### src/logic/noc_consts.svh
// Router slice constants: port count, queue depth and flit field widths
`ifndef NOC_CONSTS_SVH
`define NOC_CONSTS_SVH

// --------------------------------------------------
// Topology
// --------------------------------------------------

// Inputs and outputs of the slice, one per mesh direction in use
`define NOC_PORTS 3

// Entries per virtual-output FIFO
`define NOC_VC_DEPTH 4

// --------------------------------------------------
// Flit fields
// --------------------------------------------------

`define NOC_PAYLOAD_W 16 // Data bits carried per flit

// Port index width, must hold NOC_PORTS-1
`define NOC_PORT_W 2

`endif

### src/logic/noc_port_pkg.sv
// Port package: port numbers, one-hot port vectors and port-by-port matrices
`include "noc_consts.svh"

package noc_port_pkg;

  // --------------------------------------------------
  // Port addressing
  // --------------------------------------------------

  typedef logic [`NOC_PORT_W-1:0] port_idx_t; // One port number

  // One bit per port, bit 0 is port 0
  typedef logic [`NOC_PORTS-1:0] port_vec_t;

  // Request and grant matrices, outer index is the input
  typedef port_vec_t [`NOC_PORTS-1:0] port_mat_t;

endpackage

### src/logic/noc_flit_pkg.sv
// Flit package: the flit word held in every queue and its per-port arrays
`include "noc_consts.svh"

package noc_flit_pkg;

  import noc_port_pkg::*;

  // --------------------------------------------------
  // Flit word
  // --------------------------------------------------

  // Single-flit packet, no head/tail framing
  typedef struct packed {
    port_idx_t                  src;     // Input port it entered on
    port_idx_t                  dest;    // Output port it must leave on
    logic [`NOC_PAYLOAD_W-1:0]  payload; // User data
  } flit_t;

  // --------------------------------------------------
  // Flit arrays
  // --------------------------------------------------

  // One flit per port, as on the router's data ports
  typedef flit_t [`NOC_PORTS-1:0] flit_vec_t;

  // Heads of all queues, outer index input, inner index output
  typedef flit_vec_t [`NOC_PORTS-1:0] flit_mat_t;

endpackage

### src/logic/noc_fifo.sv
// Circular-buffer FIFO with valid/enable handshake on both sides and any payload type
`timescale 1ns/1ns

module noc_fifo #(
  parameter type T     = logic [7:0], // Payload stored per entry
  parameter int  DEPTH = 4            // Number of entries
) (
  input  logic clk,
  input  logic i_rst_n,
  input  logic i_ce,        // Clock enable, all state holds while low

  // Write side
  input  T     i_data,      // Payload from upstream
  input  logic i_data_val,  // Write request
  output logic o_en,        // Space available (not full)

  // Read side
  output T     o_data,      // Head entry, valid with o_data_val
  output logic o_data_val,  // Not empty
  input  logic i_en         // Pop the head on this edge
);

  localparam int AW = (DEPTH > 1) ? $clog2(DEPTH) : 1; // Pointer width
  localparam int CW = $clog2(DEPTH + 1);               // Count width, 0..DEPTH

  // --------------------------------------------------
  // Storage and state
  // --------------------------------------------------
  T              r_mem [DEPTH];
  logic [AW-1:0] r_wr_ptr;
  logic [AW-1:0] r_rd_ptr;
  logic [CW-1:0] r_count;   // Occupancy
  logic          l_wr;
  logic          l_rd;

  // Pointer step with wrap at the last entry
  function automatic logic [AW-1:0] f_next(input logic [AW-1:0] ptr);
    return (ptr == AW'(DEPTH - 1)) ? '0 : ptr + 1'b1;
  endfunction

  assign o_en       = (r_count != CW'(DEPTH));
  assign o_data_val = (r_count != '0);
  assign o_data     = r_mem[r_rd_ptr]; // Head is read straight from the array

  assign l_wr = i_ce & i_data_val & o_en;       // Accepted write
  assign l_rd = i_ce & i_en & o_data_val;       // Accepted pop

  always_ff @(posedge clk) begin
    if (l_wr) begin
      r_mem[r_wr_ptr] <= i_data;
    end
  end

  // --------------------------------------------------
  // Pointers and occupancy
  // --------------------------------------------------
  always_ff @(posedge clk or negedge i_rst_n) begin
    if (!i_rst_n) begin
      r_wr_ptr <= '0;
      r_rd_ptr <= '0;
      r_count  <= '0;
    end else begin
      if (l_wr) r_wr_ptr <= f_next(r_wr_ptr);
      if (l_rd) r_rd_ptr <= f_next(r_rd_ptr);
      case ({l_wr, l_rd})
        2'b10:   r_count <= r_count + 1'b1; // Write only
        2'b01:   r_count <= r_count - 1'b1; // Pop only
        default: r_count <= r_count;        // Both or neither
      endcase
    end
  end

  // --------------------------------------------------
  // Checks
  // --------------------------------------------------

  // Writer must follow o_en, a write request while full is a steering fault
  a_no_write_full : assert property (
    @(posedge clk) disable iff (!i_rst_n) i_data_val |-> o_en
  ) else $error("noc_fifo: write while full");

  // Allocator only pops queues that reported a request
  a_no_pop_empty : assert property (
    @(posedge clk) disable iff (!i_rst_n) i_en |-> o_data_val
  ) else $error("noc_fifo: pop while empty");

endmodule

### src/logic/noc_voq.sv
// Virtual output queue: one FIFO per output, one-hot write steering and one-hot pop
`timescale 1ns/1ns
`include "noc_consts.svh"

module noc_voq
  import noc_port_pkg::*, noc_flit_pkg::*;
#(
  parameter int DEPTH = `NOC_VC_DEPTH // Entries per output queue
) (
  input  logic      clk,
  input  logic      i_rst_n,
  input  logic      i_ce,

  // Upstream
  input  flit_t     i_flit,   // Shared by all queues
  input  port_vec_t i_val,    // One-hot destination, zero when idle
  output logic      o_en,     // Selected queue has room

  // Towards the allocator
  output flit_vec_t o_head,   // Head flit of each queue
  output port_vec_t o_req,    // Queue non-empty
  input  port_vec_t i_pop     // One-hot pop from the allocator
);

  // --------------------------------------------------
  // Local signals
  // --------------------------------------------------
  port_vec_t l_en;      // Per-queue not full
  port_vec_t l_wr_val;  // Write request steered to one queue

  // Only the addressed queue counts, idle input leaves o_en high
  assign o_en = &(l_en | ~i_val);

  // Never request into a full queue
  assign l_wr_val = i_val & {`NOC_PORTS{o_en}};

  // --------------------------------------------------
  // Queues, one per output
  // --------------------------------------------------
  for (genvar gq = 0; gq < `NOC_PORTS; gq++) begin : g_vc
    noc_fifo #(
      .T     (flit_t),
      .DEPTH (DEPTH)
    ) u_fifo (
      .clk,
      .i_rst_n,
      .i_ce,
      .i_data     (i_flit),        // Same flit offered to every queue
      .i_data_val (l_wr_val[gq]),
      .o_en       (l_en[gq]),
      .o_data     (o_head[gq]),
      .o_data_val (o_req[gq]),     // Request straight to the allocator
      .i_en       (i_pop[gq])
    );
  end

  // --------------------------------------------------
  // Checks
  // --------------------------------------------------

  // Upstream route logic gives exactly one destination
  a_val_onehot : assert property (
    @(posedge clk) disable iff (!i_rst_n) $onehot0(i_val)
  ) else $error("noc_voq: i_val not one-hot");

  // At most one flit leaves this input per cycle
  a_pop_onehot : assert property (
    @(posedge clk) disable iff (!i_rst_n) $onehot0(i_pop)
  ) else $error("noc_voq: i_pop not one-hot");

endmodule

### src/logic/noc_rr_arbiter.sv
// Round-robin arbiter, combinational one-hot grant with a rotating priority pointer
`timescale 1ns/1ns

module noc_rr_arbiter #(
  parameter int N = 3 // Number of requesters
) (
  input  logic         clk,
  input  logic         i_rst_n,
  input  logic         i_ce,
  input  logic [N-1:0] i_req,    // Request per requester
  input  logic         i_accept, // Grant taken, rotate past the winner
  output logic [N-1:0] o_grant   // One-hot, zero when no request
);

  localparam int PW = (N > 1) ? $clog2(N) : 1;

  logic [PW-1:0] r_ptr;  // Highest priority requester
  logic [PW-1:0] l_win;  // Index of the current winner

  // --------------------------------------------------
  // Grant search from the pointer
  // --------------------------------------------------
  always_comb begin
    int   idx;
    logic found;
    o_grant = '0;
    l_win   = r_ptr;
    found   = 1'b0;
    for (int i = 0; i < N; i++) begin
      idx = (int'(r_ptr) + i) % N;        // Wraps around past N-1
      if (!found && i_req[idx]) begin
        o_grant[idx] = 1'b1;
        l_win        = PW'(idx);
        found        = 1'b1;
      end
    end
  end

  // Pointer moves only on an accepted grant, so a refused winner keeps priority
  always_ff @(posedge clk or negedge i_rst_n) begin
    if (!i_rst_n) begin
      r_ptr <= '0;
    end else if (i_ce && i_accept && |i_req) begin
      r_ptr <= (l_win == PW'(N - 1)) ? '0 : l_win + 1'b1;
    end
  end

  // --------------------------------------------------
  // Checks
  // --------------------------------------------------
  a_grant_ok : assert property (
    @(posedge clk) disable iff (!i_rst_n)
    |i_req |-> ($onehot(o_grant) && ((o_grant & ~i_req) == '0))
  ) else $error("noc_rr_arbiter: bad grant");

endmodule

### src/logic/noc_switch_alloc.sv
// Separable input-first switch allocator with the crossbar output multiplexers
`timescale 1ns/1ns
`include "noc_consts.svh"

module noc_switch_alloc
  import noc_port_pkg::*, noc_flit_pkg::*;
(
  input  logic      clk,
  input  logic      i_rst_n,
  input  logic      i_ce,
  input  port_mat_t i_req,       // [input][output] queue non-empty
  input  flit_mat_t i_head,      // [input][output] head flits
  input  port_vec_t i_out_rdy,   // Downstream can take a flit
  output port_mat_t o_pop,       // [input][output] one-hot pop per input
  output flit_vec_t o_out_flit,  // Crossbar output data
  output port_vec_t o_out_val    // Single-cycle transfer strobe
);

  // --------------------------------------------------
  // Local signals
  // --------------------------------------------------
  port_mat_t l_in_req;   // [input][output] ready-masked requests
  port_mat_t l_in_gnt;   // [input][output] input-stage choice
  port_mat_t l_out_req;  // [output][input] transposed choices
  port_mat_t l_out_gnt;  // [output][input] final winners
  port_vec_t l_in_acc;   // Input-stage choice won at the output

  // Blocked outputs and a stalled clock never enter arbitration
  always_comb begin
    for (int i = 0; i < `NOC_PORTS; i++) begin
      l_in_req[i] = i_req[i] & i_out_rdy & {`NOC_PORTS{i_ce}};
    end
  end

  // Turn input choices into per-output requests, winners back into pops
  always_comb begin
    for (int i = 0; i < `NOC_PORTS; i++) begin
      for (int q = 0; q < `NOC_PORTS; q++) begin
        l_out_req[q][i] = l_in_gnt[i][q];
        o_pop[i][q]     = l_out_gnt[q][i];
      end
    end
    for (int i = 0; i < `NOC_PORTS; i++) begin
      l_in_acc[i] = |o_pop[i];   // Input stage rotates only when it won
    end
  end

  // --------------------------------------------------
  // Arbiters
  // --------------------------------------------------
  for (genvar gi = 0; gi < `NOC_PORTS; gi++) begin : g_in_arb
    noc_rr_arbiter #(.N(`NOC_PORTS)) u_arb (
      .clk, .i_rst_n, .i_ce,
      .i_req    (l_in_req[gi]),  // Pick one output per input
      .i_accept (l_in_acc[gi]),
      .o_grant  (l_in_gnt[gi])
    );

    a_one_pop : assert property (
      @(posedge clk) disable iff (!i_rst_n) $onehot0(o_pop[gi])
    ) else $error("noc_switch_alloc: input %0d pops twice", gi);
  end

  for (genvar gq = 0; gq < `NOC_PORTS; gq++) begin : g_out_arb
    noc_rr_arbiter #(.N(`NOC_PORTS)) u_arb (
      .clk, .i_rst_n, .i_ce,
      .i_req    (l_out_req[gq]), // Pick one input per output
      .i_accept (|l_out_gnt[gq]), // Final stage, a grant is always taken
      .o_grant  (l_out_gnt[gq])
    );
  end

  // --------------------------------------------------
  // Crossbar
  // --------------------------------------------------
  always_comb begin
    for (int q = 0; q < `NOC_PORTS; q++) begin
      o_out_val[q]  = |l_out_gnt[q];
      o_out_flit[q] = '0;
      for (int i = 0; i < `NOC_PORTS; i++) begin
        if (l_out_gnt[q][i]) o_out_flit[q] = i_head[i][q];
      end
    end
  end

endmodule

### src/logic/noc_router.sv
// Input-queued router slice: per-input virtual output queues feeding a switch allocator
`timescale 1ns/1ns
`include "noc_consts.svh"

module noc_router
  import noc_port_pkg::*, noc_flit_pkg::*;
(
  input  logic      clk,
  input  logic      i_rst_n,
  input  logic      i_ce,        // Clock enable for the whole slice

  // Upstream, one lane per input
  input  flit_vec_t i_in_flit,
  input  port_mat_t i_in_val,    // One-hot destination per input
  output port_vec_t o_in_en,     // Addressed queue has room

  // Downstream, one lane per output
  output flit_vec_t o_out_flit,
  output port_vec_t o_out_val,   // Transfer strobe
  input  port_vec_t i_out_rdy
);

  // --------------------------------------------------
  // Queue to allocator wiring
  // --------------------------------------------------
  port_mat_t l_req;   // [input][output] non-empty
  flit_mat_t l_head;  // [input][output] head flits
  port_mat_t l_pop;   // [input][output] pops

  for (genvar gi = 0; gi < `NOC_PORTS; gi++) begin : g_in
    noc_voq #(.DEPTH(`NOC_VC_DEPTH)) u_voq (
      .clk,
      .i_rst_n,
      .i_ce,
      .i_flit (i_in_flit[gi]),
      .i_val  (i_in_val[gi]),
      .o_en   (o_in_en[gi]),
      .o_head (l_head[gi]),
      .o_req  (l_req[gi]),
      .i_pop  (l_pop[gi])
    );
  end

  // Allocation and crossbar
  noc_switch_alloc u_alloc (
    .clk,
    .i_rst_n,
    .i_ce,
    .i_req      (l_req),
    .i_head     (l_head),
    .i_out_rdy  (i_out_rdy),
    .o_pop      (l_pop),
    .o_out_flit (o_out_flit),
    .o_out_val  (o_out_val)
  );

endmodule

### config.mk
export PLATFORM = sky130hd
export DESIGN_NAME = noc_router
export DESIGN_NICKNAME = d
export VERILOG_FILES = /design/src/logic/noc_port_pkg.sv /design/src/logic/noc_flit_pkg.sv /design/src/logic/noc_fifo.sv /design/src/logic/noc_voq.sv /design/src/logic/noc_rr_arbiter.sv /design/src/logic/noc_switch_alloc.sv /design/src/logic/noc_router.sv
export VERILOG_INCLUDE_DIRS = /design/src /design/src/logic
export SDC_FILE = /design/constraint.sdc
export NUM_CORES = 1
export LEC_CHECK = 0
export BUFFER_PORTS_ARGS = -buffer_cell sky130_fd_sc_hd__buf_2
export CAP_MARGIN = 20
export CORE_MARGIN = 1
export CORE_UTILIZATION = 45
export DETAILED_ROUTE_END_ITERATION = 10
export PLACE_DENSITY = 0.6
export SETUP_SLACK_MARGIN = 0.3
export SKIP_CTS_REPAIR_TIMING = 1
export SLEW_MARGIN = 20
export SYNTH_ARGS = -nofsm -noshare
export SYNTH_HDL_FRONTEND = slang
export SYNTH_SLANG_ARGS = --single-unit
### constraint.sdc
create_clock -name clk -period 12.5 [get_ports clk]
set_input_delay 0.625 -clock clk [delete_from_list [all_inputs] [get_ports clk]]
set_output_delay 0.625 -clock clk [all_outputs]
set_load 0.01 [all_outputs]
# --- Yosys cells after proc, flatten, opt, wreduce, memory -nomap -nowiden ---
# Memory sizes are Yosys's and may differ from the RTL's.
# Index checks and enable logic that the tools add are counted.
totals:
  regBits: 75
  ram_bits: 720
  in_bits: 75
  output_inout_bits: 66
  word_cells: 549
  mem_count: 9
op_classes:
  addsub: 54
  n_div: 18
  order_cmp: 36
  eq_ne: 51
  muxes: 198
  n_bitwise: 63
  n_reduce_logical: 87
mem_list:
  columns: ["memory", "words", "width", "read_ports", "rd_ports_with_merged_regs", "write_ports", "line_no", "rtl"]
  rows:
  - ["g_in[0].u_voq.g_vc[0].u_fifo.r_mem", 4, 20, 1, 0, 1, "noc_fifo.sv:29", "T r_mem [DEPTH];"]
  - ["g_in[0].u_voq.g_vc[1].u_fifo.r_mem", 4, 20, 1, 0, 1, "noc_fifo.sv:29", null]
  - ["g_in[0].u_voq.g_vc[2].u_fifo.r_mem", 4, 20, 1, 0, 1, "noc_fifo.sv:29", null]
  - ["g_in[1].u_voq.g_vc[0].u_fifo.r_mem", 4, 20, 1, 0, 1, "noc_fifo.sv:29", null]
  - ["g_in[1].u_voq.g_vc[1].u_fifo.r_mem", 4, 20, 1, 0, 1, "noc_fifo.sv:29", null]
  - ["g_in[1].u_voq.g_vc[2].u_fifo.r_mem", 4, 20, 1, 0, 1, "noc_fifo.sv:29", null]
  - ["+3 memories", null, null, null, null, null, null, null]
ops:
  columns: ["cell", "count"]
  rows:
  - ["32-bit by 1-bit >= comparator with 1-bit output, second input constant", 18]
  - ["32-bit by 4-bit < comparator with 1-bit output, second input constant", 18]
  - ["32-bit by 3-bit modulo with 32-bit output, second input constant", 12]
  - ["3-bit by 3-bit modulo with 32-bit output, second input constant", 6]
  - ["20-bit two-way mux", 9]
  - ["1-bit two-way mux", 84]
  - ["2-bit two-way mux", 42]
  - ["2-bit equality test, second input constant", 33]
  - ["3-bit two-way mux", 18]
  - ["3-bit case mux with 2 select lines", 9]
  - ["2-bit by 1-bit adder with 2-bit output, second input constant", 24]
  - ["3-bit bitwise OR", 15]
  - ["1-bit logical AND", 42]
  - ["1-bit AND", 36]
  - ["1-bit binary-select mux with 2-bit select", 18]
  - ["1-bit demux with 2-bit select", 18]
  - ["3-bit OR reduction", 12]
  - ["3-bit by 1-bit adder with 3-bit output, second input constant", 9]
  - ["3-bit AND", 9]
  - ["3-bit != test, second input constant", 9]
  - ["3-bit nonzero test", 9]
  - ["3-bit by 1-bit subtractor with 3-bit output, second input constant", 9]
  - ["2-bit by 1-bit adder with 3-bit output, second input constant", 6]
  - ["2-bit by 2-bit adder with 3-bit output, second input constant", 6]
  - ["other kinds (5)", 36]

# --- Logic depth before layout (Yosys ltp) ---
# Gate-level depths: netlist (run 1).
logic_depth:
  depth_word: 27
  mapped_depth: 19
  ltp_nobuf: 18

# --- By module ---
# From an unflattened synthesis (run 1), not the netlist that was laid out.
unflattened:
  hier_cells: 1967
  hier_area_um2: 34825.9
by_module_without_submodules:
  columns: ["module", "instances", "cells_per_inst", "area_per_inst_um2", "seq_area_each_um2"]
  rows:
  - ["noc_fifo (g_in[0].u_voq.g_vc[2].u_fifo ...)", 7, 146, 3347.0, 2577.5]
  - ["noc_fifo (g_in[0].u_voq.g_vc[0].u_fifo ...)", 2, 147, 3345.7, 2577.5]
  - ["noc_rr_arbiter (u_alloc.g_in_arb[1].u_arb ...)", 5, 56, 481.7, 50.0]
  - ["noc_switch_alloc", 1, 285, 1685.4, 0.0]
  - ["noc_rr_arbiter (u_alloc.g_in_arb[0].u_arb)", 1, 56, 424.2, 50.0]
  - ["noc_voq", 3, 10, 62.6, 0.0]

# --- Worst setup path after synthesis (run 1) ---
# Ideal clock, no wire load.
synth_timing:
  path_type: "reg-to-reg"
  from: "register u_alloc.g_in_arb[1].u_arb.r_ptr[0]"
  to: "register g_in[2].u_voq.g_vc[1].u_fifo.r_count[2]"
  setup_ps: 79
  t_arrival_ps: 4010
  t_required_ps: 12421
  slack_ps: 8411
  stages_incl_launch_ff: 19
  n_path_buf: 1
  synth_period_minus_slack_ps: 4089
  path_cell_list: "dfrtp_1 > inv_1 > ha_1 > clkbuf_1 > nor2b_1 > nand3_1 > nor4b_1 > nor3_1 > or4_1 > o211ai_1 > a22oi_1 > or3b_1 > inv_1 > ha_1 > inv_1 > fa_1 > xor2_1 > nor2_1 > xor2_1"
synth_via:
  elab_chain_cells: 25
  word_cells_on_any_way: 66
  classes_between: "add/sub: 2; div: 3; order compare: 6; eq/ne: 2; mux: 35; bitwise: 6; reduce/logical: 12"
synth_rtl:
  columns: ["item", "line_no", "rtl"]
  rows:
  - ["from (decl)", "noc_rr_arbiter.sv:17", "logic [PW-1:0] r_ptr;"]
  - ["from (signal assigned)", "noc_rr_arbiter.sv:44", "r_ptr <= (l_win == PW'(N - 1)) ? '0 : l_win + 1'b1;"]
  - ["parallel branches: the longest is 10 deep, another holds 32-bit by 3-bit modulo with 32-bit output", null, null]
  - ["3-bit two-way mux (*)", "noc_rr_arbiter.sv:31", "if (!found && i_req[idx]) begin"]
  - ["1-bit binary-select mux with 2-bit select", "noc_rr_arbiter.sv:31", null]
  - ["1-bit two-way mux (implied by the code) (2 in a row)", "noc_rr_arbiter.sv:31", null]
  - ["1-bit two-way mux", "noc_rr_arbiter.sv:31", null]
  - ["1-bit zero test", "noc_rr_arbiter.sv:31", null]
  - ["1-bit logical AND", "noc_rr_arbiter.sv:31", null]
  - ["1-bit two-way mux", "noc_rr_arbiter.sv:31", null]
  - ["1-bit zero test", "noc_rr_arbiter.sv:31", null]
  - ["1-bit logical AND", "noc_rr_arbiter.sv:31", null]
  - ["3-bit two-way mux (*)", "noc_rr_arbiter.sv:31", null]
  - ["1-bit AND (*) (2 in a row)", "noc_fifo.sv:46", "assign l_rd = i_ce & i_en & o_data_val;"]
  - ["net g_in[2].u_voq.g_vc[1].u_fifo.l_rd", "noc_fifo.sv:34", "logic l_rd;"]
  - ["2-bit by 1-bit equality test with 1-bit output / 2-bit equality test (equally long branches)", "noc_fifo.sv:65", "case ({l_wr, l_rd})"]
  - ["3-bit case mux with 2 select lines / 2-bit nonzero test (equally long branches)", null, null]
  - ["to (signal assigned)", "noc_fifo.sv:66", "2'b10: r_count <= r_count + 1'b1;"]
  - ["to (signal assigned)", "noc_fifo.sv:67", "2'b01: r_count <= r_count - 1'b1;"]
  - ["to (signal assigned)", "noc_fifo.sv:68", "default: r_count <= r_count;"]
  - ["to (decl)", "noc_fifo.sv:32", "logic [CW-1:0] r_count;"]
# Mark *: on every way through the listed nets, which the timed path passes. The select of a mux whose other input is x is not followed.
# A chain may end at the register's enable or synchronous reset.

==> flow_summary.yaml, run 1 <==
outcome:
  status: "finished clean"
finish:
  nets: 2360
  nFillCells: 6109
  instances_no_fill: 3240
  final_common_cell: "edfxtp_1"
  syn_to_final_growth_pct: 13.82
  drive_gt1_share_pct: 24.29
  mostFrequentLayoutCells: "edfxtp_1, mux4_2, buf_2"
timing:
  period_needed_ns: 6.070
  setup_tns_ns: 0
  setup_ws_ns: 6.430
  skew_ns: 0.02322
  report.final.slew_viol_count: 0
  hold_viol: 0
  fmax_mhz: 164.7
  finalSetupViolCount: 0
  fin_crit_sh_pct: 48.56
  slew_headroom_pct: 25.94
  tightest_slew_ns: 1.111
  rsz0062_at_grt: "false"
worst_hold_path:
  holdPathEnd: "g_in[0].u_voq.g_vc[0].u_fifo.r_mem[0][9]$_DFFE_PP_"
  holdPathStages: 1
  min_path_type: "in -> reg"
  hold_start: "i_in_flit[9]"
drt:
  drc: 0
  antenna_left: 0
  wl_mm: 87.99
  routed_via_density: 5.881
  vias: 19060
  firstDrtPassIters: 5
  wire_per_inst_um: 27.16
  dr.first_iter.drc_count: 1699
setup_path:
  worstReg2RegStart: "u_alloc.g_in_arb[1].u_arb.r_ptr[1]$_DFFE_PN0P_"
  arrival_ns: 5.44
  worstRegToRegCells: 18
  path_max_fanout: 20
  cp-end-kind: "output pin"
  cp.required_ns: 11.88
  setup.worst_path.start_class: "register"
  ff2ff_setup_slack_ns: 7.41
  rr_endpoint: "g_in[2].u_voq.g_vc[1].u_fifo.r_count[2]$_DFFE_PN0P_"
  worstSetupPathType: "reg -> out"
placement:
  io_buffer_count: 140
  dp.final_hpwl_mm: 60.68
  gp_congestion: 0.8513
  dp_cells: 3080
  dp_slack_ns: 6.794
cts:
  clock_latency_ns: 0.64
  clock-sinks: 795
  cts.path.max_buffers: 3
  numCtsBuffers: 83
  clk_pin_slew_ns: 0.06
  cts_tree: "yes"
  cts-htree-levels: 3
  clock-root-buffer: "clkbuf_16"
power_and_ir_drop:
  ir_worst_vdd_uv: 187.7
  p_per_area_nw_per_um2: 248.4
  p_leak_uw: 0.01349
global_routing:
  grt_pass1_wl_mm: 129.4
  gr-total-overflow: 0
  antenna_found_initial: 9
  grt_max_degree: 61
  grt_pass1_vias: 19530
  grt_usage_pct: 23.04
floorplan:
  io_pins: 141
  die_h_um: 278.0
  rows: 100
  fp.dieW_um: 278.0
  initial_core_util_pct: 45.72
  core_um2: 74950
  die_area_um2: 77260
flow_run:
  drv_cap: 0
yosys:
  synthesis.nets: 2183
  yosysWarnings: 0
  synth_flop_cell: "edfxtp_1"
  synth_area_per_cell_um2: 16.96
  yosysSeqAreaShare_pct: 68.57
  synth-edff-count: 720
  synth_cell_types: 83
  netlist_area_um2: 34270
  async_reset_ff_share_pct: 9.434
  synth-seq-cells: 795
  netlist_instances: 2021
[worst max-delay path: stages, from the launching register on]
cell and delay (ns):
dfrtp_1 0.43, inv_1 0.12, ha_1 0.45, nor2b_1 0.38, nand3_1 0.15, nor4b_1 0.51, nor3_1 0.30, o211ai_1 0.23
o211ai_1 0.17, a221oi_1 0.87, nor2_1 0.09, buf_4 0.28, a22oi_1 0.52, a21oi_1 0.15, buf_2 0.17
[sequential cells by signal, summed over array words and instances (netlist names)]
name / count
g_in.u_voq.g_vc.u_fifo.r_rd_ptr: 18
g_in.u_voq.g_vc.u_fifo.r_count: 27
u_alloc.g_out_arb.u_arb.r_ptr: 6
u_alloc.g_in_arb.u_arb.r_ptr: 6
g_in.u_voq.g_vc.u_fifo.r_wr_ptr: 18
g_in.u_voq.g_vc.u_fifo.r_mem: 720
[power by group]
part	total (uW)	internal (uW)	switching, uW
Clock	2530	1480	1040
Combinational	3590	1420	2170
Sequential	3570	3290	280
[routing by layer]
| metal | vias to the layer above | track usage [%] | part of all wire, % |
|---|---|---|---|
| met2 | 626 | 40.37 | 52 |
| met3 | 118 | 4.223 | 6.1 |
| met4 | 8 | 6.956 | 2.7 |
| met5 | - | 0 | 0.052 |
| li1 | 8389 | - | - |
| met1 | 9914 | 29.10 | 39 |
[worst max path at each step]
stage / endpoint / cells after the start / startpoint
final: o_out_flit[34] / 14 / u_alloc.g_in_arb[1].u_arb.r_ptr[1]$_DFFE_PN0P_
after global routing: o_out_flit[34] / 14 / u_alloc.g_in_arb[1].u_arb.r_ptr[0]$_DFFE_PN0P_
after CTS: o_out_flit[38] / 14 / u_alloc.g_in_arb[1].u_arb.r_ptr[0]$_DFFE_PN0P_
after detailed placement: o_out_flit[38] / 14 / i_ce
after global placement: o_out_flit[38] / 14 / i_ce
after floorplan: g_in[2].u_voq.g_vc[1].u_fifo.r_count[2]$_DFFE_PN0P_ / 18 / u_alloc.g_in_arb[1].u_arb.r_ptr[0]$_DFFE_PN0P_
[metrics by stage]
stage               total power, uW  utilization (%)  instance area, um2  hold slack, ns
finish                         9687            52.04               39000          0.3283
global route                  10150            52.04               39000          0.3250
CTS                            9774            51.98               38960         -0.1504
detailed placement             7240            48.25               36160          0.5300
global placement               7195            48.18               36110          0.5263
floorplan                      5879                -               34270          0.3294
[synth_stat cells, drive strengths merged, types with 9 or more instances]
library cell | instances | area share [%]
edfxtp | 720 | 63
mux4 | 180 | 12
inv | 115 | 1.3
nand2 | 109 | 1.2
nor2 | 94 | 1.0
clkbuf | 79 | 0.87
ha | 78 | 2.8
dfrtp | 75 | 5.5
o21ai | 70 | 1.0
a21oi | 58 | 0.85
and2 | 41 | 0.76
a31oi | 29 | 0.53
nand2b | 26 | 0.47
a22oi | 24 | 0.53
a2bb2oi | 24 | 0.61
mux2 | 22 | 0.73
nand3 | 21 | 0.31
nor3 | 18 | 0.31
xor2 | 18 | 0.46
o311a | 14 | 0.41
or3 | 14 | 0.27
nand4 | 13 | 0.26
buf | 11 | 0.23
mux2i | 11 | 0.33
o211ai | 10 | 0.22
o311ai | 10 | 0.55
fa | 9 | 0.53
xnor2 | 9 | 0.23
[logic make-up after synthesis]
kind of cell / share of synthesized area [%]
flops: 68.57
simple gates: 5.499
compound gates: 6.612
mux: 12.90
buf+inv: 2.359
fa+ha+maj: 3.374
xor+xnor: 0.6901
[layout make-up]
type	instances	area, um2	share of cell area [%]
flip-flops and latches	795	23500	60.25
multi-input cells	1021	10010	25.66
clock buffers	105	2190	5.614
well taps	969	1212	3.108
repair buffers	182	1047	2.685
clock inverters	50	606.8	1.556
inverters	115	431.7	1.107
diodes	3	7.507	0.01925
No activity file was read; power rests on OpenSTA's default activity.
==> run 2, diff against run 1 <==
--- a/config.mk
+++ b/config.mk
@@ -6,6 +6,7 @@
 export SDC_FILE = /design/constraint.sdc
 export NUM_CORES = 1
 export LEC_CHECK = 0
+export ABC_AREA = 1
 export BUFFER_PORTS_ARGS = -buffer_cell sky130_fd_sc_hd__buf_2
 export CAP_MARGIN = 20
 export CORE_MARGIN = 1
==> constraint.sdc (replaced) <==
create_clock -name clk -period 5.8 [get_ports clk]
set_input_delay 0.29 -clock clk [delete_from_list [all_inputs] [get_ports clk]]
set_output_delay 0.29 -clock clk [all_outputs]
set_load 0.01 [all_outputs]
==> flow_summary.yaml, run 2 <==
timing:
  setup_tns_ns: 0
  rsz0062_at_grt: "false"
  period_needed_ns: 4.957
  hold_viol: 0
  slew_headroom_pct: 42.19
  setup_ws_ns: 0.8432
  skew_ns: 0.04392
  report.final.slew_viol_count: 0
  tightest_slew_ns: 0.8672
  fin_crit_sh_pct: 85.46
  finalSetupViolCount: 0
  fmax_mhz: 201.7
yosys:
  netlist_instances: 3052
  synth_most_common_cell: "edfxtp_1"
  synth-edff-count: 720
  async_reset_ff_share_pct: 9.434
  yosys-top-cells-area: "edfxtp_1, o21ai_0, dfrtp_1, nor2_1, nand2_1"
  synthesis.nets: 3214
  yosysWarnings: 0
  netlist_area_um2: 34780
  yosys-top-cells-count: "edfxtp_1, nor2_1, o21ai_0"
  yosysSeqAreaShare_pct: 67.56
  synth_cell_types: 45
  synth-seq-cells: 795
  yosysTopAreaCellShare_pct: 62.16
  synth_area_per_cell_um2: 11.40
  synth_flop_cell: "edfxtp_1"
  synth_top_area_cell: "edfxtp_1"
finish:
  largest_reg_flops: 720
  drive_gt1_share_pct: 12.83
  mostFrequentLayoutCells: "edfxtp_1, nor2_1, o21ai_0"
  final_common_cell: "edfxtp_1"
  reg_top3: "g_in.u_voq.g_vc.u_fifo.r_mem x720, g_in.u_voq.g_vc.u_fifo.r_count x27"
  syn_to_final_growth_pct: 13.23
  regMostFlops: "g_in.u_voq.g_vc.u_fifo.r_mem"
  fin_area_um2: 39380
  instances_no_fill: 4290
  nets: 3351
drt:
  wl_mm: 97.15
  drc: 0
  dr.first_iter.drc_count: 2368
  vias: 24240
  wire_per_inst_um: 22.65
  routed_via_density: 5.650
  firstDrtPassIters: 6
  antenna_left: 0
setup_path:
  ff2ff_setup_slack_ns: 1.23
  worstReg2RegStart: "u_alloc.g_in_arb[1].u_arb.r_ptr[0]$_DFFE_PN0P_"
  cp-end-kind: "output pin"
  path_max_fanout: 23
  cp-startpoint: "u_alloc.g_in_arb[1].u_arb.r_ptr[0]$_DFFE_PN0P_"
  arrival_ns: 4.67
  setup.worst_path.start_class: "register"
  worstSetupPathType: "reg -> out"
  cp.required_ns: 5.51
  worstRegToRegCells: 25
placement:
  placed_area_um2: 36570
  gp_congestion: 0.9257
  dp.final_hpwl_mm: 65.72
  dp_slack_ns: 1.189
  dp_cells: 4130
  io_buffer_count: 140
cts:
  cts-htree-levels: 3
  clk_pin_slew_ns: 0.06
  cts_tree: "yes"
  clock_latency_ns: 0.66
  cts.path.max_buffers: 3
  numCtsBuffers: 86
  clock-root-buffer: "clkbuf_16"
  clock-sinks: 795
global_routing:
  gr-total-overflow: 0
  grt_pass1_wl_mm: 142.6
  grt_usage_pct: 24.60
  antenna_found_initial: 4
  grt_pass1_vias: 22700
  grt_max_degree: 44
worst_hold_path:
  min_path_type: "in -> reg"
  holdPathStages: 1
  hold_start: "i_in_flit[3]"
floorplan:
  core_um2: 76200
  initial_core_util_pct: 45.64
  fp.dieW_um: 280.0
  io_pins: 141
  die_h_um: 280.0
  rows: 101
  die_area_um2: 78410
outcome:
  status: "finished clean"
flow_run:
  drv_cap: 0
-- run 2: area by class of cell --
type,instances,area [um2]
antenna,1,2.502
clock buffer,113,2335
clock inverter,45,471.7
fill,6559,36820
inverter,208,788.3
multi-input combinational,1896,9809
sequential,795,23500
tap,1030,1289
timing repair buffer,202,1191
-- run 2: path summary, 6_finish.rpt --
kind | to
worst max-delay path | o_out_flit[37]
worst min-delay path | g_in[0].u_voq.g_vc[0].u_fifo.r_mem[2][3]$_DFFE_PP_
worst max register to register | g_in[1].u_voq.g_vc[1].u_fifo.r_count[2]$_DFFE_PN0P_
worst min register to register | g_in[1].u_voq.g_vc[2].u_fifo.r_count[0]$_DFFE_PN0P_
max in group asynchronous | g_in[0].u_voq.g_vc[0].u_fifo.r_rd_ptr[1]$_DFFE_PN0P_
min in group asynchronous | g_in[2].u_voq.g_vc[1].u_fifo.r_wr_ptr[1]$_DFFE_PN0P_
-- run 2: cells by family (layout without fill, tap and decap cells) --
logic type               after synthesis  count (layout)  share of synthesized area [%]
flip-flops                           795             795                          67.56
AND/OR/NAND/NOR                     1091            1091                          13.27
AO/OA/AOI/OAI                        700             700                          11.07
other                                  0               1                              0
buffers and inverters                361             568                          4.328
adder cells (fa/ha/maj)               87              87                          3.324
XOR/XNOR                              18              18                         0.4533
-- run 2: stage by stage --
stage          utilization (%)  hold slack, ns
2_1_floorplan                -       -0.005591
3_3_place_gp             47.95          0.3242
3_5_place_dp             47.98          0.3333
4_1_cts                  51.67         -0.3586
5_1_grt                  51.68     0.000001055
6_report                 51.68        0.003478
-- run 2: critical path, stage by stage, from the launching register on --
cell,delay (ns)
dfrtp_1,0.40
inv_1,0.10
ha_1,0.34
inv_1,0.16
nand2_1,0.08
nor2_1,0.18
inv_1,0.07
nand2_2,0.11
nand3_1,0.10
nand2_1,0.14
nand2_1,0.08
nand2_1,0.08
nand3_2,0.11
nand2_4,0.13
nand3_1,0.11
nand2_1,0.53
nand2_2,0.46
nand2_1,0.20
o21ai_1,0.09
nand2_1,0.17
nand2_1,0.19
buf_2,0.19
-- run 2: routing by layer --
metal | vias up | wire (um) | part of all wire [%] | global-route usage (%)
met3 | 162 | 8387 | 8.6 | 4.721
met5 | - | 21 | 0.022 | 0
met4 | 4 | 3910 | 4.0 | 10.52
met1 | 11960 | 41480 | 43 | 34.83
li1 | 11080 | - | - | -
met2 | 1030 | 43360 | 45 | 37.07
Power of run 2 is not shown: default switching activity piles up to over one toggle a cycle in this logic, so the estimate is an artifact.
